[src/pair_fifo.sv]
`timescale 1ns/1ns
// Synchronous FIFO with full and empty flags
// Used for both the input pair buffer and the output force buffer
// The head entry shows on rd_data whenever empty is low
module pair_fifo #(
	parameter int WIDTH = 8,
	parameter int DEPTH = 4
) (
	input  logic             clock,
	input  logic             rst,
	input  logic             wr_en,
	input  logic [WIDTH-1:0] wr_data,
	input  logic             rd_en,
	output logic [WIDTH-1:0] rd_data,
	output logic             full,
	output logic             empty
);
	localparam int AW = (DEPTH > 1) ? $clog2(DEPTH) : 1;
	localparam int CW = $clog2(DEPTH + 1);

	logic [WIDTH-1:0] mem [DEPTH];
	logic [AW-1:0] wr_ptr;
	logic [AW-1:0] rd_ptr;
	logic [CW-1:0] count;
	logic do_wr;
	logic do_rd;

	// Pointer step with wrap for any depth
	function automatic logic [AW-1:0] next_ptr(input logic [AW-1:0] ptr);
		if (ptr == AW'(DEPTH - 1)) begin
			return '0;
		end
		return ptr + 1'b1;
	endfunction

	// Overflow and underflow requests are dropped
	assign do_wr = wr_en && !full;
	assign do_rd = rd_en && !empty;

	assign full = (count == CW'(DEPTH));
	assign empty = (count == '0);
	assign rd_data = mem[rd_ptr];

	// Storage
	always_ff @(posedge clock) begin
		if (do_wr) begin
			mem[wr_ptr] <= wr_data;
		end
	end

	// Pointers and occupancy
	always_ff @(posedge clock) begin
		if (rst) begin
			wr_ptr <= '0;
			rd_ptr <= '0;
			count <= '0;
		end else begin
			if (do_wr) begin
				wr_ptr <= next_ptr(wr_ptr);
			end
			if (do_rd) begin
				rd_ptr <= next_ptr(rd_ptr);
			end
			// Read and write together leave the count alone
			case ({do_wr, do_rd})
				2'b10: count <= count + 1'b1;
				2'b01: count <= count - 1'b1;
				default: count <= count;
			endcase
		end
	end

endmodule

[config.mk]
export PLATFORM = sky130hd
export DESIGN_NAME = pair_fifo
export DESIGN_NICKNAME = d
export VERILOG_FILES = /design/src/pair_fifo.sv
export SDC_FILE = /design/constraint.sdc
export NUM_CORES = 1
export LEC_CHECK = 0
export BUFFER_PORTS_ARGS = -buffer_cell sky130_fd_sc_hd__buf_2
export CORE_AREA = 2 2 64 66
export CTS_CLUSTER_SIZE = 40
export DETAILED_ROUTE_END_ITERATION = 8
export DIE_AREA = 0 0 66 68
export PLACE_DENSITY = 0.61
export SETUP_SLACK_MARGIN = 0.2
export SYNTH_ARGS = -nofsm -noshare
export SYNTH_HDL_FRONTEND = slang
export SYNTH_SLANG_ARGS = --single-unit
[constraint.sdc]
create_clock -name clock -period 5.4 [get_ports clock]
set_input_delay 0.81 -clock clock [delete_from_list [all_inputs] [get_ports clock]]
set_output_delay 0.81 -clock clock [all_outputs]
set_load 0.1 [all_outputs]
Word-level counts from Yosys, hierarchy flattened
Memories as Yosys holds them, arrays and structs flattened. A register that Yosys moved wholly into a read port is not among the register bits.
Index checks and enable logic that the tools add are counted.
{"block": "op_classes", "addsub": 4, "n_eq_ne": 5, "muxes": 15, "n_reduce_logical": 6}
{"operator": "$mux W2", "count": 6}
{"operator": "$mux W1", "count": 8}
{"operator": "$eq A2 B2 Y1 const B", "count": 3}
{"operator": "$pmux W3 S2", "count": 1}
{"operator": "$add A2 B1 Y2 const B", "count": 2}
{"operator": "$add A3 B1 Y3 const B", "count": 1}
{"operator": "$eq A3 B3 Y1 const B", "count": 1}
{"operator": "$logic_not A3 Y1", "count": 1}
{"operator": "$sub A3 B1 Y3 const B", "count": 1}
{"operator": "$eq A2 B1 Y1 const B", "count": 1}
{"operator": "$logic_and A1 B1 Y1", "count": 2}
{"operator": "$logic_not A1 Y1", "count": 2}
{"operator": "$reduce_bool A2 Y1", "count": 1}
{"block": "totals", "ff_bits": 7, "ramBits": 32, "in_bits": 12, "output_inout_bits": 10, "wordCells": 34, "mem_count": 1}
{"memory": "mem", "words": 4, "word_bits": 8, "rd": 1, "rd_ports_with_merged_regs": 1, "write_ports": 1, "line": "21", "text": "logic [WIDTH-1:0] mem [DEPTH];"}

Depth between registers and ports, before layout
{"block": "logic_depth", "ltp_word": 8, "depth_mapped": 10, "mapped_depth_nobuf": 9}

Worst setup path before layout
Ideal clock, no wire load.
{"block": "synth_path", "kind": "register to output", "from": "register count[0]", "to": "output port empty", "arrival_time_ps": 2403, "required_ps": 4590, "path_slack_ps": 2187, "stages_incl_launch_ff": 2, "n_path_buf": 0, "cell_sequence": "dfxtp_1 nor3_1"}
{"block": "synth_between", "elab_chain_cells": 1}
{"element": "from (decl)", "line": "24", "text": "logic [CW-1:0] count;"}
{"element": "from (signal assigned)", "line": "66", "text": "2'b10: count <= count + 1'b1;"}
{"element": "from (signal assigned)", "line": "67", "text": "2'b01: count <= count - 1'b1;"}
{"element": "from (signal assigned)", "line": "68", "text": "default: count <= count;"}
{"element": "$logic_not A3 Y1", "line": "41", "text": "assign empty = (count == '0);"}
{"element": "to (decl)", "line": "16", "text": "output logic empty"}
No other way between the ends.

==> impl_results.md <==
- Cell area after synthesis: 0.00165 mm^2
- Post-CTS Setup Bufs: 0
- Die ar.: 0.00449 mm^2
- Register Area: 0.00114 mm^2
- Avg Cell Area, Syn: 17.2 um^2
- Fin nets: 139
- Initial Utilization: 42.7%
- Pwr per Cell Area: 562 mW/mm^2
- Internal: 0.621 mW
- Max-slew violation count: 0
- Yosys top cell area share: 58.3%
- WP buf/inv: 1
- CTS tree: yes
- IO buf count: 21
- Total gr overflow: 0
- Die Y: 68 um
- Via count: 849
- VDD IR-drop max: 0.000439 V
- Total GRT Usage: 12.8%
- Clock slew at reported path FFs: 0.07 ns
- CP Data Required Time: 4.59 ns
- Combinational fraction of design power: 39.3%
- Post_cts resized: 0
- Period utilization: 49.4%
- Relative slew slack: 62.1%
- Final RePlAce weighted congestion: 0.684
- Worst min path class: reg2reg
- Sequential-to-total area share from yosys stat: 69.2%
- CP Launch Type: flip-flop
- Post-DP HPWL: 1850 um
- Dominant cells by area after synthesis: edfxtp_1 58%, dfxtp_1 11%, mux4_2 11%
- Critical path class: reg2out
- Finished Cell Area: 0.00190 mm^2
- Clock power frac: 21.3%
- Largest net degree at the start of global routing: 13
- H-Tree Depth: 2
- DRT Wirelength: 2520 um
- Most frequent cells in the layout: 32 x edfxtp_1, 21 x buf_2, 9 x dfxtp_1
- Final hold viol count: 0
- Run status: finished clean
- RSZ-0062 raised after global routing: no
- Top Ports: 22
- Vias in the first global route: 850
- Fmax: 0.375 GHz
- Top cell family by delay on the critical path: flip-flops
- First-pass GRT wire length: 4000 um
- Clk sink count: 41
- Setup crit end kind: output port
- Critical path arrival: 1.86 ns
- Worst path slowest cell: dfxtp_1
- Final core utilization: 49.2%
- Mapped Nets: 115
- Pre-antenna DRT Iters: 4
- Later-pin clock latency in the skew report: 0.28 ns
- Min Tclk post-route: 2.67 ns
- CP peak stage delay: 0.68 ns
- Clock Skews: 0.00360 ns
- Rows: 23
- Worst-path maximum fanout: 8
- Share of cells above drive strength 1: 33.1%
- Synth warnings: 0
- Worst Max-Slew Pin Slew: 0.567 ns
- Leakage: 0.710 nW
- Placed Area: 0.00179 mm^2
- Final setup violation count: 0
- Synth Register Bits: 41
- Initial DRC count: 22
- Post-Syn Instances: 96
- # diodes: 0
- Quantity of hold-fixing buffers added after cts: 0
- Remaining DRCs: 0
- Clock Tree Buf Depth: 2
- DR vias/cell: 4.96
- Initial antenna violation count: 0
- Sum Neg Setup Slack: 0 ns
- Filler cells: 356
- Sw frac: 41.8%
- Cell Chain, Critical Path: mux4_2 > buf_2
- Area occupied by multi-input gates: 453 um^2
- Library cells used by synthesis: 27
- Reg power frac: 39.4%
- MaxCap Viol Count: 0
- Root buf cell: clkbuf_8
- Detailed-route wire length per cell: 14.7 um
- Chip width: 66 um
- Synth area leader: edfxtp_1
- Flop-to-flop setup slack: 2.90 ns
- Sw Pwr: 0.446 mW
- Area grow syn2layout: 15.2%
- TritonCTS buffer count: 5
- Routed Antenna Nets: 0
- Core area: 0.00386 mm^2
- Commonest non-fill, non-tap cell in the layout: edfxtp_1
==> final cells by class <==
type / instances / share of cell area (%)
repair buffers: 21 / 5.54
clock inverters: 2 / 1.78
well taps: 50 / 3.30
multi-input cells: 43 / 23.9
clock buffers: 6 / 3.82
flip-flops and latches: 41 / 60.1
inverters: 8 / 1.58
==> power by group through the flow <==
| stage | clock [mW] | combinational (mW) | sequential [mW] |
|---|---|---|---|
| after CTS | 0.235 | 0.424 | 0.422 |
| after global placement | 0 | 0.417 | 0.426 |
| after floorplan | 0 | 0.385 | 0.405 |
| after detailed placement | 0 | 0.424 | 0.430 |
| final | 0.228 | 0.419 | 0.420 |
| after global routing | 0.249 | 0.446 | 0.427 |
==> path summary, 6_finish.rpt <==
| path | endpoint | cells after the start | startpoint |
|---|---|---|---|
| setup / recovery | rd_data[2] | 2 | flip-flop |
| hold / removal | rd_ptr[0]$_SDFFE_PP0P_ | 2 | rd_ptr[0]$_SDFFE_PP0P_ |
| setup reg to reg | count[2]$_SDFFE_PP0P_ | 9 | count[2]$_SDFFE_PP0P_ |
| hold reg to reg | rd_ptr[0]$_SDFFE_PP0P_ | 2 | rd_ptr[0]$_SDFFE_PP0P_ |
==> worst register-to-register path, delay by kind of cell (launching register included) <==
| family | cells | cell delay [ns] |
|---|---|---|
| flops | 1 | 0.38 |
| compound gates | 1 | 0.14 |
| fa+ha+maj | 2 | 0.54 |
| xor+xnor | 1 | 0.16 |
| buf+inv | 2 | 0.11 |
| simple gates | 3 | 1.12 |
==> cells in the mapped netlist <==
cell	n
a21o_1	1
a21oi_1	4
and2_4	1
and3_1	2
and3_2	2
buf_1	1
buf_2	1
buf_6	1
clkbuf_1	1
dfxtp_1	9
edfxtp_1	32
fa_1	1
ha_1	6
inv_1	8
mux2i_1	1
mux4_2	8
nand2_1	1
nand3_1	2
nor2_1	4
nor3_1	2
o21ai_0	1
o31ai_1	1
o31ai_2	1
or3_1	1
or3_2	1
or3b_1	1
xor2_1	2
==> through the flow <==
step	cells	total power, mW	setup WS (ns)	hold slack (ns)
floorplan	96	0.790	2.19	0.463
global placement	163	0.843	2.92	0.475
detailed placement	163	0.854	2.86	0.506
CTS	171	1.08	2.66	0.503
global route	171	1.12	2.55	0.546
finish	171	1.07	2.73	0.504
==> state kept, by name, indices dropped and copies added, names as in the netlist, named ones only <==
name / count
count: 3
mem: 32
rd_ptr: 2
wr_ptr: 2
==> layer usage <==
layer,share of wire [%],up-vias,track usage [%],routed length (um)
li1,-,409,-,-
met1,44,419,14.5,1100
met2,51,21,22.5,1290
met3,5.0,0,4.61,127
met4,0,0,4.59,0
met5,0,-,0,0
==> cells by family (layout without fill, tap and decap cells) <==
| logic type | Yosys count | after routing | share of synthesized area [%] |
|---|---|---|---|
| flip-flops | 41 | 41 | 69.2 |
| AND/OR/NAND/NOR | 17 | 17 | 5.92 |
| buffers and inverters | 12 | 37 | 3.26 |
| multiplexers | 9 | 9 | 11.5 |
| AO/OA/AOI/OAI | 8 | 8 | 3.19 |
| adder cells (fa/ha/maj) | 7 | 7 | 5.77 |
| XOR/XNOR | 2 | 2 | 1.06 |
No activity file was read; power rests on OpenSTA's default activity.
