File: src/lj_macros.svh
// Widths, buffer sizes, table geometry and register map of the LJ evaluator
// Included by the package and by every module that sizes ports or decodes addresses
`ifndef LJ_MACROS_SVH
`define LJ_MACROS_SVH

// Datapath widths
`define LJ_POS_W          12
`define LJ_ID_W           21
`define LJ_FORCE_W        32
`define LJ_COEF_W         16

// Config bus widths
`define LJ_AXI_ADDR_W     12
`define LJ_AXI_DATA_W     32

// Coefficient table geometry
`define LJ_BIN_NUM        64
`define LJ_BIN_SHIFT      20

// Buffer depths
`define LJ_IN_DEPTH       4
`define LJ_OUT_DEPTH      16

// Byte offsets of the config registers
// CTRL bit 0 enables the path and bit 1 clears the pair counters
`define LJ_REG_CTRL       12'h000
`define LJ_REG_CUTOFF     12'h004
`define LJ_REG_PAIRS_IN   12'h008
`define LJ_REG_PAIRS_KEPT 12'h00C
`define LJ_TABLE_BASE     12'h100

`endif
File: src/lj_pkg.sv
// Types shared by the LJ evaluator RTL and its testbench
// Compile before any module that imports it
`include "lj_macros.svh"

package lj_pkg;

	// Signed particle coordinate
	typedef logic signed [`LJ_POS_W-1:0] pos_t;

	// One extra bit so the difference of two coordinates never overflows
	typedef logic signed [`LJ_POS_W:0] disp_t;

	// Sum of three squared displacements
	typedef logic [2*`LJ_POS_W+1:0] r2_t;

	// Packed cell ids plus address inside the cell
	typedef logic [`LJ_ID_W-1:0] pid_t;

	// Table coefficient and force component
	typedef logic signed [`LJ_COEF_W-1:0] coef_t;
	typedef logic signed [`LJ_FORCE_W-1:0] force_t;

	// Coefficient table index
	typedef logic [$clog2(`LJ_BIN_NUM)-1:0] bin_t;

	// Filter stall tracking
	typedef enum logic {
		FLT_RUN,
		FLT_HOLD
	} filter_state_e;

endpackage

File: src/pair_filter.sv
`timescale 1ns/1ns
// Two-stage cutoff filter between the input buffer and the force pipeline
// Stage 1 forms the displacement, stage 2 forms r2 and drops far pairs
// Everything moves only on advance
module pair_filter (
	input  logic          clock,
	input  logic          rst,
	input  logic          advance,
	input  logic          in_valid,
	input  lj_pkg::pid_t  in_ref_id,
	input  lj_pkg::pid_t  in_nbr_id,
	input  lj_pkg::pos_t  in_ref_x,
	input  lj_pkg::pos_t  in_ref_y,
	input  lj_pkg::pos_t  in_ref_z,
	input  lj_pkg::pos_t  in_nbr_x,
	input  lj_pkg::pos_t  in_nbr_y,
	input  lj_pkg::pos_t  in_nbr_z,
	input  lj_pkg::r2_t   cutoff_2,
	output logic          in_pop,
	output logic          flt_valid,
	output lj_pkg::pid_t  flt_ref_id,
	output lj_pkg::pid_t  flt_nbr_id,
	output lj_pkg::disp_t flt_dx,
	output lj_pkg::disp_t flt_dy,
	output lj_pkg::disp_t flt_dz,
	output lj_pkg::r2_t   flt_r2,
	output logic          pair_in,
	output logic          pair_kept
);
	import lj_pkg::*;

	logic s1_valid;
	pid_t s1_ref_id;
	pid_t s1_nbr_id;
	disp_t s1_dx;
	disp_t s1_dy;
	disp_t s1_dz;
	r2_t s2_r2;
	filter_state_e state;

	// Square of a displacement, never negative
	function automatic r2_t square(input disp_t d);
		logic signed [2*$bits(disp_t)-1:0] p;
		p = d * d;
		return r2_t'(p);
	endfunction

	// Pop from the input buffer whenever the path moves and a pair waits
	assign in_pop = advance && in_valid;
	assign pair_in = in_pop;

	assign s2_r2 = square(s1_dx) + square(s1_dy) + square(s1_dz);

	// Stage 2 output was reloaded at the last edge only when state is RUN
	// so a kept pair is counted once even across a long hold
	assign pair_kept = flt_valid && (state == FLT_RUN);

	// Control
	always_ff @(posedge clock) begin
		if (rst) begin
			s1_valid <= 1'b0;
			flt_valid <= 1'b0;
			state <= FLT_HOLD;
		end else begin
			state <= advance ? FLT_RUN : FLT_HOLD;
			if (advance) begin
				s1_valid <= in_valid;
				// Strictly inside the cutoff
				flt_valid <= s1_valid && (s2_r2 < cutoff_2);
			end
		end
	end

	// Payload
	always_ff @(posedge clock) begin
		if (advance) begin
			s1_ref_id <= in_ref_id;
			s1_nbr_id <= in_nbr_id;
			// Reference minus neighbor
			s1_dx <= disp_t'(in_ref_x) - disp_t'(in_nbr_x);
			s1_dy <= disp_t'(in_ref_y) - disp_t'(in_nbr_y);
			s1_dz <= disp_t'(in_ref_z) - disp_t'(in_nbr_z);
			flt_ref_id <= s1_ref_id;
			flt_nbr_id <= s1_nbr_id;
			flt_dx <= s1_dx;
			flt_dy <= s1_dy;
			flt_dz <= s1_dz;
			flt_r2 <= s2_r2;
		end
	end

endmodule

File: config.mk
export PLATFORM = sky130hd
export DESIGN_NAME = pair_filter
export DESIGN_NICKNAME = d
export VERILOG_FILES = /design/src/lj_pkg.sv /design/src/pair_filter.sv
export VERILOG_INCLUDE_DIRS = /design/src
export SDC_FILE = /design/constraint.sdc
export NUM_CORES = 1
export LEC_CHECK = 0
export ABC_AREA = 1
export BUFFER_PORTS_ARGS = -buffer_cell sky130_fd_sc_hd__buf_2
export CORE_AREA = 2 2 280 282
export CTS_CLUSTER_SIZE = 24
export DETAILED_ROUTE_END_ITERATION = 8
export DIE_AREA = 0 0 282 284
export MAX_ROUTING_LAYER = met4
export SYNTH_ARGS = -nofsm -noshare
export SYNTH_HDL_FRONTEND = slang
export SYNTH_SLANG_ARGS = --single-unit
File: constraint.sdc
create_clock -name clock -period 9.7 [get_ports clock]
set_input_delay 0.97 -clock clock [delete_from_list [all_inputs] [get_ports clock]]
set_output_delay 0.97 -clock clock [all_outputs]
set_load 0.02 [all_outputs]
# Yosys cells after proc, flatten, opt, wreduce, memory -nomap -nowiden
# Index checks and enable logic that the tools add are counted.
# word_totals
regBits,191
input_bits,144
out_inout_bits,111
# classes
addsub,5
mul,3
n_lt_le_gt_ge,1
muxes,1
bitwise,1
n_reduce_logical,3
# ops
op,n
$mul A13 B13 Y26,3
$add A26 B26 Y26,2
$sub A12 B12 Y13,3
$lt A26 B26 Y1,1
$logic_and A1 B1 Y1,3
$mux W1,1
$not A1 Y1,1

# Depth between registers and ports, before layout
# logic_depth
word_depth,5
mapped_depth,37

# Worst setup path before layout
# OpenSTA, ideal clock, no wires.
# synth_timing
path_kind,flip-flop to flip-flop
start,register s1_dz[0]
end,register flt_valid
arrival_time_ns,7.493
required_time_ns,9.630
path_slack_ns,2.137
path_stages_with_launch,33
n_path_buf,1
path_cell_list,edfxtp_1 clkbuf_1 nand2_1 inv_1 fa_1 fa_1 inv_1 fa_1 inv_1 fa_1 inv_1 fa_1 inv_1 fa_1 fa_1 inv_1 fa_1 inv_1 ha_1 a21oi_1 o21ai_0 a31oi_1 nand3_1 a21oi_1 xnor2_1 ha_1 a21oi_1 o21ai_0 nand3_1 a21oi_1 a211oi_1 nand2_1 a21oi_1
# synth_between
elab_chain_len,4
# synth_lines
item,line,source
start: declaration,pair_filter.sv:37,disp_t s1_dz;
start signal: assignment,pair_filter.sv:82,s1_dz <= disp_t'(in_ref_z) - disp_t'(in_nbr_z);
$mul A13 B13 Y26,pair_filter.sv:44,p = d * d;
$add A26 B26 Y26,pair_filter.sv:52,assign s2_r2 = square(s1_dx) + square(s1_dy) + square(s1_dz);
net s2_r2[21],pair_filter.sv:38,r2_t s2_r2;
$lt A26 B26 Y1,pair_filter.sv:69,flt_valid <= s1_valid && (s2_r2 < cutoff_2);
$logic_and A1 B1 Y1,pair_filter.sv:69,
end signal: assignment,pair_filter.sv:69,
end: declaration,pair_filter.sv:20,"output logic flt_valid,"
# The timed path passes the listed nets, and every way through them passes these cells.
# A chain may end at the register's enable or synchronous reset.

# Worst setup path after layout
# layout_timing
start,register s1_dy[12]
end,register flt_valid
# layout_between
elab_chain_len,5
# layout_lines
item,line,source
start: declaration,pair_filter.sv:36,disp_t s1_dy;
start signal: assignment,pair_filter.sv:81,s1_dy <= disp_t'(in_ref_y) - disp_t'(in_nbr_y);
$mul A13 B13 Y26,pair_filter.sv:44,
$add A26 B26 Y26 (2 in series),pair_filter.sv:52,
net s2_r2[21],pair_filter.sv:38,
$lt A26 B26 Y1,pair_filter.sv:69,
$logic_and A1 B1 Y1,pair_filter.sv:69,
# The timed path passes the listed nets, and every way through them passes these cells.

==> flow_summary.json <==
{
  "slew_violations": 0,
  "finalCritPeriodShare_pct": 90.2,
  "synth_area_per_cell_sq_um": 9.79,
  "critPathRequiredTime_ns": 10.11,
  "arrival_ns": 9.16,
  "area_delta_synth_final_pct": 11.9,
  "vias": 17300,
  "min_path_type": "reg2reg",
  "hpwlAfterDp_um": 50600,
  "yosysTopAreaCellShare_pct": 40.1,
  "outcome": "complete, no violations",
  "synth_cell_types": 41,
  "cts_resized": 0,
  "cts.sinks": 191,
  "criticalPathCategory": "reg2reg",
  "ys_async_sr_fraction_pct": 0,
  "max_slew_margin_pct": 40.5,
  "whs_path_depth": 0,
  "die_area_sq_um": 80100,
  "wl_per_cell_um": 14.8,
  "rsz0062_at_grt": "false",
  "setup_viol": 0,
  "synthCells": 2730,
  "worstHoldStart": "s1_nbr_id[17]",
  "cts_buffers": 17,
  "ys_ff_latch": 191,
  "totalWireLength_um": 59500,
  "vias_per_cell": 4.30,
  "timing.max_cap.violations": 0,
  "fill_cells": 7601,
  "portBuffers": 254,
  "die_h_um": 284,
  "clk_pin_slew_ns": 0.09,
  "io_pins": 255,
  "cts-root-buf": "clkbuf_16",
  "ys_seq_area_share_pct": 21.3,
  "final-hold-violation-count": 0,
  "synth-edff-count": 188,
  "ys.warnings.count": 0,
  "nets": 3874,
  "worst_pin_slew_ns": 0.893,
  "fp.dieW_um": 282,
  "grt_max_degree": 72,
  "synth.area.top_cells": "fa_1 (40%), edfxtp_1 (21%), inv_1 (14%)",
  "grtUsageTotal_pct": 16.4,
  "grt_first_pass_wirelength_um": 98200,
  "syn-num-nets": 3629,
  "drtIter0Drc": 717,
  "antenna_found_initial": 0,
  "yosysTopAreaCell": "fa_1",
  "clockBufferDepth": 2,
  "crit_path_top_delay_cell": "edfxtp_1",
  "max_stage_delay_ns": 0.85,
  "min_to": "flt_nbr_id[17]",
  "start_util_pct": 34.7,
  "dpl.cell_count": 3996,
  "dr.pass1.iters": 5,
  "instances_no_fill": 4028,
  "clk_latency_ns": 0.49,
  "worstSetupEndpointType": "register",
  "crit_fanout": 22,
  "fin_crit_ns": 8.75,
  "core-area_sq_um": 77000,
  "row_count": 102,
  "antennaDiodeCount": 0,
  "synth_area_sq_um": 26700,
  "htreeDepth": 4,
  "rrSetupSlack_ns": 0.95,
  "cp_common_cell": "fa_1",
  "drive_gt1_share_pct": 10.6,
  "grt_pass1_vias": 19000,
  "rr_startpoint": "s1_dy[12]",
  "drtAntennaViolNets": 0,
  "gp_congestion": 0.920,
  "setup_tns_ns": 0,
  "drc": 0,
  "post-cts-setup-buffer-count": 0,
  "reg2reg_depth": 31,
  "cts_tree": "built",
  "reg2reg_to": "flt_valid",
  "clock.fmax_mhz": 114,
  "fin_skew_ns": 0.0193,
  "ys.flop_type": "edfxtp_1",
  "overflow": 0,
  "critPathLaunchType": "register",
  "fin_util_pct": 38.9,
  "cts_hold_buf": 0
}
[state kept, by name, summed over array words and instances (netlist names), 21 cells and up]
register	flops
flt_ref_id	21
flt_nbr_id	21
s1_nbr_id	21
flt_r2	26
s1_ref_id	21
[how the worst max path moves through the flow]
stage / from / end / slack, ns
floorplan: s1_dz[0] / flt_valid / 2.14
global placement: s1_dy[12] / flt_valid / 1.16
detailed placement: s1_dy[12] / flt_valid / 1.08
CTS: s1_dy[12] / flt_valid / 1.05
global route: s1_dz[12] / flt_valid / 0.37
finish: s1_dy[12] / flt_valid / 0.95
[area by class of cell]
cell class	instances	area [sq um]	share of cell area [%]
Multi-Input combinational cell	1531	17200	57.7
Sequential cell	191	5710	19.1
Clock inverter	14	215	0.719
Timing Repair Buffer	269	1390	4.66
Clock buffer	18	429	1.43
Tap cell	1040	1300	4.35
Inverter	965	3620	12.1
[cells by family after synthesis]
kind of cell	after synthesis	synth area share, %
adder cells (fa/ha/maj)	755	50.4
flip-flops	191	21.3
buffers and inverters	1008	14.2
AO/OA/AOI/OAI	143	3.11
XOR/XNOR	82	2.69
AND/OR/NAND/NOR	551	8.33
[synth_stat cells, types with 2 or more instances]
cell,count
nand3_1,34
dfxtp_1,3
o21a_1,4
o21bai_1,9
nand2_1,398
clkbuf_1,41
nor2_1,69
nor3_1,18
edfxtp_1,188
or2_2,8
o211ai_1,3
and2_1,2
a31oi_1,6
a21o_1,7
xor2_1,47
nor4_1,3
o21ai_0,36
nand3b_1,3
xnor2_1,35
ha_1,219
o221ai_1,2
nand4_1,10
inv_1,963
a211oi_1,2
fa_1,536
nand2_2,2
a21oi_1,68
[stage by stage]
step,hold WS (ns),setup slack (ns),cell area (sq um)
5_1_grt,0.430,0.369,29900
2_1_floorplan,0.400,2.14,26700
3_5_place_dp,0.405,1.08,29300
6_report,0.417,0.950,29900
3_3_place_gp,0.400,1.16,29300
4_1_cts,0.413,1.05,29900
[layer usage]
layer / global-route usage [%] / part of all wire (%) / vias to the layer above
met5: - / 0 / -
met4: 3.66 / 1.6 / 0
met3: 2.69 / 4.3 / 45
met2: 29.0 / 53 / 311
met1: 19.5 / 41 / 8603
li1: - / - / 8375
[critical path: cells and delay by family (launching register included)]
family,cells,cell delay (ns)
fa+ha+maj,10,4.71
simple gates,8,1.26
flops,1,0.85
buf+inv,6,0.76
compound gates,6,0.70
xor+xnor,1,0.38
[cell usage in the layout (no fill, tap or decap), drive strengths merged, types with 2 or more instances in the layout]
cell type  count
nand3         35
nor3          19
clkinv         3
nand2        400
nand4         10
xor2          47
o221ai         2
bufinv         4
nor2          70
ha           219
o21bai         9
o21ai         37
clkbuf        19
a211oi         2
and2           2
inv          972
o21a           4
fa           536
or2            8
nor4           3
dfxtp          3
a21o           7
o211ai         3
a31oi          6
edfxtp       188
buf          268
nand3b         3
a21oi         69
xnor2         35
Power is left out: the tool's default activity adds up to more than one toggle a clock period on the data nets, which glitch-free logic cannot reach.
