File: config.mk
export PLATFORM = sky130hd
export DESIGN_NAME = lj_force_pipe
export DESIGN_NICKNAME = d
export VERILOG_FILES = /design/src/lj_pkg.sv /design/src/lj_force_pipe.sv
export VERILOG_INCLUDE_DIRS = /design/src
export SDC_FILE = /design/constraint.sdc
export NUM_CORES = 2
export LEC_CHECK = 0
export BUFFER_PORTS_ARGS = -buffer_cell sky130_fd_sc_hd__buf_2
export CORE_MARGIN = 4
export CORE_UTILIZATION = 57
export DETAILED_ROUTE_END_ITERATION = 7
export PLACE_DENSITY = 0.77
export SKIP_CTS_REPAIR_TIMING = 1
export SLEW_MARGIN = 25
export SYNTH_ARGS = -nofsm -noshare
export SYNTH_HDL_FRONTEND = slang
export SYNTH_SLANG_ARGS = --single-unit
File: constraint.sdc
create_clock -name clock -period 6.45 [get_ports clock]
set_input_delay 0.645 -clock clock [delete_from_list [all_inputs] [get_ports clock]]
set_output_delay 0.645 -clock clock [all_outputs]
set_load 0.02 [all_outputs]
File: src/lj_macros.svh
// Widths, buffer sizes, table geometry and register map of the LJ evaluator
// Included by the package and by every module that sizes ports or decodes addresses
`ifndef LJ_MACROS_SVH
`define LJ_MACROS_SVH

// Datapath widths
`define LJ_POS_W          12
`define LJ_ID_W           21
`define LJ_FORCE_W        32
`define LJ_COEF_W         16

// Config bus widths
`define LJ_AXI_ADDR_W     12
`define LJ_AXI_DATA_W     32

// Coefficient table geometry
`define LJ_BIN_NUM        64
`define LJ_BIN_SHIFT      20

// Buffer depths
`define LJ_IN_DEPTH       4
`define LJ_OUT_DEPTH      16

// Byte offsets of the config registers
// CTRL bit 0 enables the path and bit 1 clears the pair counters
`define LJ_REG_CTRL       12'h000
`define LJ_REG_CUTOFF     12'h004
`define LJ_REG_PAIRS_IN   12'h008
`define LJ_REG_PAIRS_KEPT 12'h00C
`define LJ_TABLE_BASE     12'h100

`endif
File: src/lj_pkg.sv
// Types shared by the LJ evaluator RTL and its testbench
// Compile before any module that imports it
`include "lj_macros.svh"

package lj_pkg;

	// Signed particle coordinate
	typedef logic signed [`LJ_POS_W-1:0] pos_t;

	// One extra bit so the difference of two coordinates never overflows
	typedef logic signed [`LJ_POS_W:0] disp_t;

	// Sum of three squared displacements
	typedef logic [2*`LJ_POS_W+1:0] r2_t;

	// Packed cell ids plus address inside the cell
	typedef logic [`LJ_ID_W-1:0] pid_t;

	// Table coefficient and force component
	typedef logic signed [`LJ_COEF_W-1:0] coef_t;
	typedef logic signed [`LJ_FORCE_W-1:0] force_t;

	// Coefficient table index
	typedef logic [$clog2(`LJ_BIN_NUM)-1:0] bin_t;

	// Filter stall tracking
	typedef enum logic {
		FLT_RUN,
		FLT_HOLD
	} filter_state_e;

endpackage

File: src/lj_force_pipe.sv
`timescale 1ns/1ns
// LJ force pipeline with its coefficient table
// Stage A looks up the r2 bin, stage B multiplies, stage C registers the result
// The table is written from the config block at any time
`include "lj_macros.svh"

module lj_force_pipe (
	input  logic           clock,
	input  logic           rst,
	input  logic           advance,
	input  logic           flt_valid,
	input  lj_pkg::pid_t   flt_ref_id,
	input  lj_pkg::pid_t   flt_nbr_id,
	input  lj_pkg::disp_t  flt_dx,
	input  lj_pkg::disp_t  flt_dy,
	input  lj_pkg::disp_t  flt_dz,
	input  lj_pkg::r2_t    flt_r2,
	input  logic           tab_we,
	input  lj_pkg::bin_t   tab_addr,
	input  lj_pkg::coef_t  tab_data,
	output logic           out_wr_en,
	output lj_pkg::pid_t   out_ref_id,
	output lj_pkg::pid_t   out_nbr_id,
	output lj_pkg::force_t out_fx,
	output lj_pkg::force_t out_fy,
	output lj_pkg::force_t out_fz
);
	import lj_pkg::*;

	coef_t coef_tab [`LJ_BIN_NUM];
	bin_t bin;

	// Stage A
	logic a_valid;
	pid_t a_ref_id;
	pid_t a_nbr_id;
	coef_t a_coef;
	disp_t a_dx;
	disp_t a_dy;
	disp_t a_dz;

	// Stage B
	logic b_valid;
	pid_t b_ref_id;
	pid_t b_nbr_id;
	force_t b_fx;
	force_t b_fy;
	force_t b_fz;

	// Stage C valid, payload sits on the out_* ports
	logic c_valid;

	// Sign extended coefficient times displacement
	function automatic force_t scale(input coef_t c, input disp_t d);
		return force_t'(c) * force_t'(d);
	endfunction

	// Upper r2 bits select the bin
	assign bin = bin_t'(flt_r2 >> `LJ_BIN_SHIFT);

	// Only a moving pipeline hands a result to the output buffer
	assign out_wr_en = advance && c_valid;

	// Coefficient table
	always_ff @(posedge clock) begin
		if (rst) begin
			for (int i = 0; i < `LJ_BIN_NUM; i++) begin
				coef_tab[i] <= '0;
			end
		end else if (tab_we) begin
			coef_tab[tab_addr] <= tab_data;
		end
	end

	// Valid chain
	always_ff @(posedge clock) begin
		if (rst) begin
			a_valid <= 1'b0;
			b_valid <= 1'b0;
			c_valid <= 1'b0;
		end else if (advance) begin
			a_valid <= flt_valid;
			b_valid <= a_valid;
			c_valid <= b_valid;
		end
	end

	// Payload
	always_ff @(posedge clock) begin
		if (advance) begin
			// Lookup
			a_ref_id <= flt_ref_id;
			a_nbr_id <= flt_nbr_id;
			a_coef <= coef_tab[bin];
			a_dx <= flt_dx;
			a_dy <= flt_dy;
			a_dz <= flt_dz;
			// Multiply
			b_ref_id <= a_ref_id;
			b_nbr_id <= a_nbr_id;
			b_fx <= scale(a_coef, a_dx);
			b_fy <= scale(a_coef, a_dy);
			b_fz <= scale(a_coef, a_dz);
			// Output register
			out_ref_id <= b_ref_id;
			out_nbr_id <= b_nbr_id;
			out_fx <= b_fx;
			out_fy <= b_fy;
			out_fz <= b_fz;
		end
	end

endmodule

After elaboration in Yosys (flattened, before gate mapping)
Memory sizes are Yosys's and may differ from the RTL's. A register that Yosys moved wholly into a read port is not among the register bits.
Index checks and enable logic that the tools add are counted.
{ "totals": {"input_bits": 134, "ram_bits": 1024, "memories": 1, "regBits": 360, "wordCells": 32} }
{ "op_classes": {"muxes": 8, "n_mul": 3, "reduce_logical": 2} }
{ "mem_list": {"columns": ["name", "depth", "width", "read_ports", "rd_ports_with_merged_regs", "wr", "line_no", "text"], "rows": [
  ["coef_tab", 64, 16, 1, 1, 64, "lj_force_pipe.sv:30", "coef_t coef_tab [`LJ_BIN_NUM];"]
]} }
{ "ops": {"columns": ["cell", "n"], "rows": [
  ["multiplier 16 x 13 -> 29 bit", 3],
  ["two-way mux 16 bit", 1],
  ["OR reduction 16 bit", 1],
  ["two-way mux 1 bit", 6],
  ["two-way mux 6 bit", 1],
  ["logical AND 1 bit", 1]
]} }

Logic depth before layout (Yosys ltp)
{ "logic_depth": {"ltp_word": 5, "ltp_mapped": 22, "ltp_nobuf": 21} }

Worst setup path after synthesis
No wires, ideal clock.
{ "synth_timing": {"path_kind": "reg2reg", "startpoint": "reg a_coef[7] (read register of coef_tab)", "endpoint": "reg b_fx[30], data pin", "setup_slack_ps": 377, "path_buffers": 2, "setup_time_ps": 264, "t_arrival_ps": 5809, "stages_incl_launch_ff": 19, "cell_sequence": "edfxtp_1 > clkbuf_1 > clkbuf_1 > nand2_1 > fa_1 > fa_1 > inv_1 > fa_1 > fa_1 > fa_1 > fa_1 > ha_1 > nand3_1 > or4b_1 > o211ai_1 > o221ai_2 > o41ai_2 > a221oi_1 > xnor2_1"} }
{ "synth_between": {"elab_chain_len": 1} }
{ "synth_lines": {"columns": ["element", "line_no", "text"], "rows": [
  ["from (decl)", "lj_force_pipe.sv:37", "coef_t a_coef;"],
  ["multiplier 16 x 13 -> 29 bit", "lj_force_pipe.sv:55", "return force_t'(c) * force_t'(d);"],
  ["to (signal assigned)", "lj_force_pipe.sv:101", "b_fx <= scale(a_coef, a_dx);"],
  ["to (decl)", "lj_force_pipe.sv:46", "force_t b_fx;"]
]} }
Every way passes these cells.
A chain may end at the register's enable or synchronous reset.

Worst setup path after layout
{ "layout_timing": {"startpoint": "reg a_coef[5] (read register of coef_tab)", "endpoint": "reg b_fz[22], data pin"} }
{ "layout_between": {"elab_chain_len": 1} }
{ "layout_lines": {"columns": ["element", "line_no", "text"], "rows": [
  ["multiplier 16 x 13 -> 29 bit", "lj_force_pipe.sv:55", null],
  ["to (signal assigned)", "lj_force_pipe.sv:103", "b_fz <= scale(a_coef, a_dz);"],
  ["to (decl)", "lj_force_pipe.sv:48", "force_t b_fz;"]
]} }
Every way passes these cells.

==> results by group <==
Status
  – Status: complete, no violations

STA
  – Clock skew: 66.46 ps
  – Part of the cycle the worst path needs: 0.9668
  – Period minus WS final: 6236 ps
  – Final setup fails: 0
  – FMAX: 160.4 MHz
  – Slew Limit Headroom: 0.2798
  – Hold WS: 32.73 ps
  – Endpoints failing hold: 0
  – Final slew viol count: 0
  – Slew @ Worst Pin: 1077 ps

Synthesis
  – Net Count, Synth: 6616
  – Distinct cells, synth: 64
  – Xor and xnor area share after synthesis: 0.008754
  – Adder-Cell Fraction of Synth Area: 0.1805
  – Synth warn: 0
  – Register bit total from synthesis: 1382
  – Mux contribution to synthesized area: 0.09504
  – Simple-gate share of the synthesized area: 0.1363
  – Compound-Gate Fraction of Synth Area: 0.01535
  – Register area share after synthesis: 0.5181
  – Top FF cell, synth: edfxtp_1
  – Largest family of logic cells by synthesized area: adder cells
  – Mean Syn Cell Area: 14.10 um^2
  – Cells after synthesis: 5678
  – Post-synth ARST share: 0
  – Mapped Area: 80040 um^2
  – EDFF count, synth: 1379

Clocking
  – Worst skew pair latency: 820 ps
  – Worst-path clk slew: 60 ps
  – Sink Count: 1382
  – CTS tree: done
  – H-tree lvl count: 4
  – CTS Root Cell: clkbuf_16
  – Maximum clock path buffer count: 3
  – Number of buffers created by CTS: 141

Setup path
  – Crit-path max FO: 32
  – Critical path launch point type: flop
  – Critical path data arrival time: 6800 ps
  – Crit Path Class: reg -> reg
  – Critical Path RT: 7010 ps
  – CP endpoint kind: flop

Floorplan
  – Starting Density: 0.5737
  – IO Count: 273
  – FP Rows: 137
  – Die span in y: 382.7 um
  – Core area: 139500 um^2
  – DIE WIDTH: 382.7 um
  – Die ar.: 146500 um^2

Placement
  – Port Buffers: 252
  – DP Wirelength: 120500 um
  – RePlAce Congestion: 0.8478

Layout
  – Share of cells above drive strength 1: 0.1733
  – Nets@finish: 6827
  – Commonest non-fill, non-tap cells in the layout: 1379 x edfxtp_1, 1297 x and2_1, 585 x fa_1, 569 x inv_1, 347 x nand2_1
  – Final Util: 0.6337
  – # fillers: 10.06k
  – Commonest non-fill, non-tap cell in the layout: edfxtp_1
  – Syn-to-layout area delta: 10.47%

Global route
  – Largest net degree at the start of global routing: 132
  – First-pass GRT wire length: 282900 um
  – Vias in the first global route: 47.41k
  – Initial antenna violation count: 13
  – All-layer global routing usage: 0.2566
  – Remaining global-route overflow: 0

Routing
  – DR vias/cell: 5.728
  – DRC: 0
  – DRT Wirelength: 183800 um
  – DRT Pass-1 Iters: 6
  – DRT antenna net count: 0
  – Avg WL per Cell: 23.33 um
  – First DRT Iteration DRCs: 4324
  – Vias post-DR: 45.13k

Run
  – MaxCap Viol Count: 0

Min path
  – Tightest Hold Check Type: in -> reg
==> worst paths after layout <==
| path | from | endpoint | slack [ps] | cells after the start |
|---|---|---|---|---|
| max | a_coef[5] | b_fz[22] | 210 | 18 |
| min | flt_nbr_id[17] | a_nbr_id[17] | 30 | 1 |
| max reg2reg | a_coef[5] | b_fz[22] | 210 | 18 |
| min reg2reg | a_nbr_id[1] | b_nbr_id[1] | 380 | 0 |
==> cells in the mapped netlist, types with 3 or more instances <==
master / instances / area [um^2]
edfxtp_1: 1379 / 41410
and2_1: 1297 / 8114
fa_1: 585 / 11710
inv_1: 569 / 2136
nand2_1: 347 / 1303
mux4_2: 336 / 7567
clkbuf_1: 312 / 1171
ha_1: 219 / 2740
nor2_1: 143 / 536.8
xnor2_1: 66 / 578.1
or2_2: 65 / 406.6
a21oi_1: 49 / 245.2
o21ai_0: 37 / 185.2
buf_1: 31 / 116.4
a21o_1: 23 / 172.7
buf_4: 23 / 172.7
nand2b_1: 23 / 143.9
nand3_1: 15 / 75.07
xor2_1: 14 / 122.6
buf_2: 12 / 60.06
o21a_1: 12 / 90.09
a211oi_1: 10 / 75.07
and3_1: 9 / 56.30
nor3_1: 9 / 45.04
nor2b_1: 8 / 50.05
nand3b_1: 6 / 45.04
o21bai_1: 5 / 37.54
a21boi_0: 4 / 30.03
a221oi_1: 4 / 35.03
a31oi_1: 4 / 25.02
and4_1: 4 / 35.03
mux2i_1: 4 / 40.04
o211ai_1: 4 / 30.03
a211o_1: 3 / 26.28
dfxtp_1: 3 / 60.06
nand4_1: 3 / 18.77
o31a_1: 3 / 26.28
o31ai_1: 3 / 22.52
==> logic make-up after synthesis <==
family / after synthesis
XOR/XNOR: 80
flip-flops: 1382
AO/OA/AOI/OAI: 184
adder cells (fa/ha/maj): 804
multiplexers: 340
AND/OR/NAND/NOR: 1939
buffers and inverters: 949
==> registers in the layout, indices dropped and copies added, names as in the netlist, 29 cells and up <==
name and count:
b_fx 29, b_fy 29, b_fz 29, coef_tab 1024, out_fx 29, out_fy 29, out_fz 29
==> layout make-up <==
| type | count | area [um^2] | share of cell area |
|---|---|---|---|
| Antenna cell | 5 | 12.51 | 0.0001415 |
| Clock buffer | 174 | 3662 | 0.04142 |
| Clock inverter | 77 | 813.3 | 0.009197 |
| Inverter | 569 | 2136 | 0.02415 |
| Multi-Input combinational cell | 3347 | 34940 | 0.3952 |
| Sequential cell | 1382 | 41470 | 0.4690 |
| Tap cell | 1876 | 2347 | 0.02655 |
| Timing Repair Buffer | 448 | 3040 | 0.03438 |
==> through the flow <==
| step | setup WS, ps | area, um^2 | TNS (ps) | instances |
|---|---|---|---|---|
| 6_report | 214.3 | 88420 | 0 | 7878 |
| 5_1_grt | -8.930 | 88410 | -8.930 | 7873 |
| 4_1_cts | 109.5 | 88040 | 0 | 7838 |
| 3_5_place_dp | 124.7 | 83570 | 0 | 7587 |
| 3_3_place_gp | 230.4 | 83560 | 0 | 7587 |
| 2_1_floorplan | 377.0 | 80040 | 0 | 5678 |
==> routing by layer <==
layer,part of all wire,GRT usage,vias to the layer above
met4,0.045,0.1054,0
met1,0.37,0.3456,22984
met3,0.10,0.05106,386
li1,-,-,19670
met2,0.48,0.4148,2087
met5,0,0,-
==> critical path, cell delays in order (launching register included) <==
cell and delay [ps]:
edfxtp_1 420, buf_12 200, and2_1 190, fa_1 530, inv_1 60, fa_1 520, inv_1 50, fa_1 460
fa_1 530, fa_1 430, fa_1 390, ha_1 390, a21oi_1 180, o21ai_0 160, a221o_1 380, o211a_1 250
o21ai_1 160, or4b_2 590, o311ai_0 120
Power is left out: the tool's default activity adds up to more than one toggle a clock period on the data nets, which glitch-free logic cannot reach.
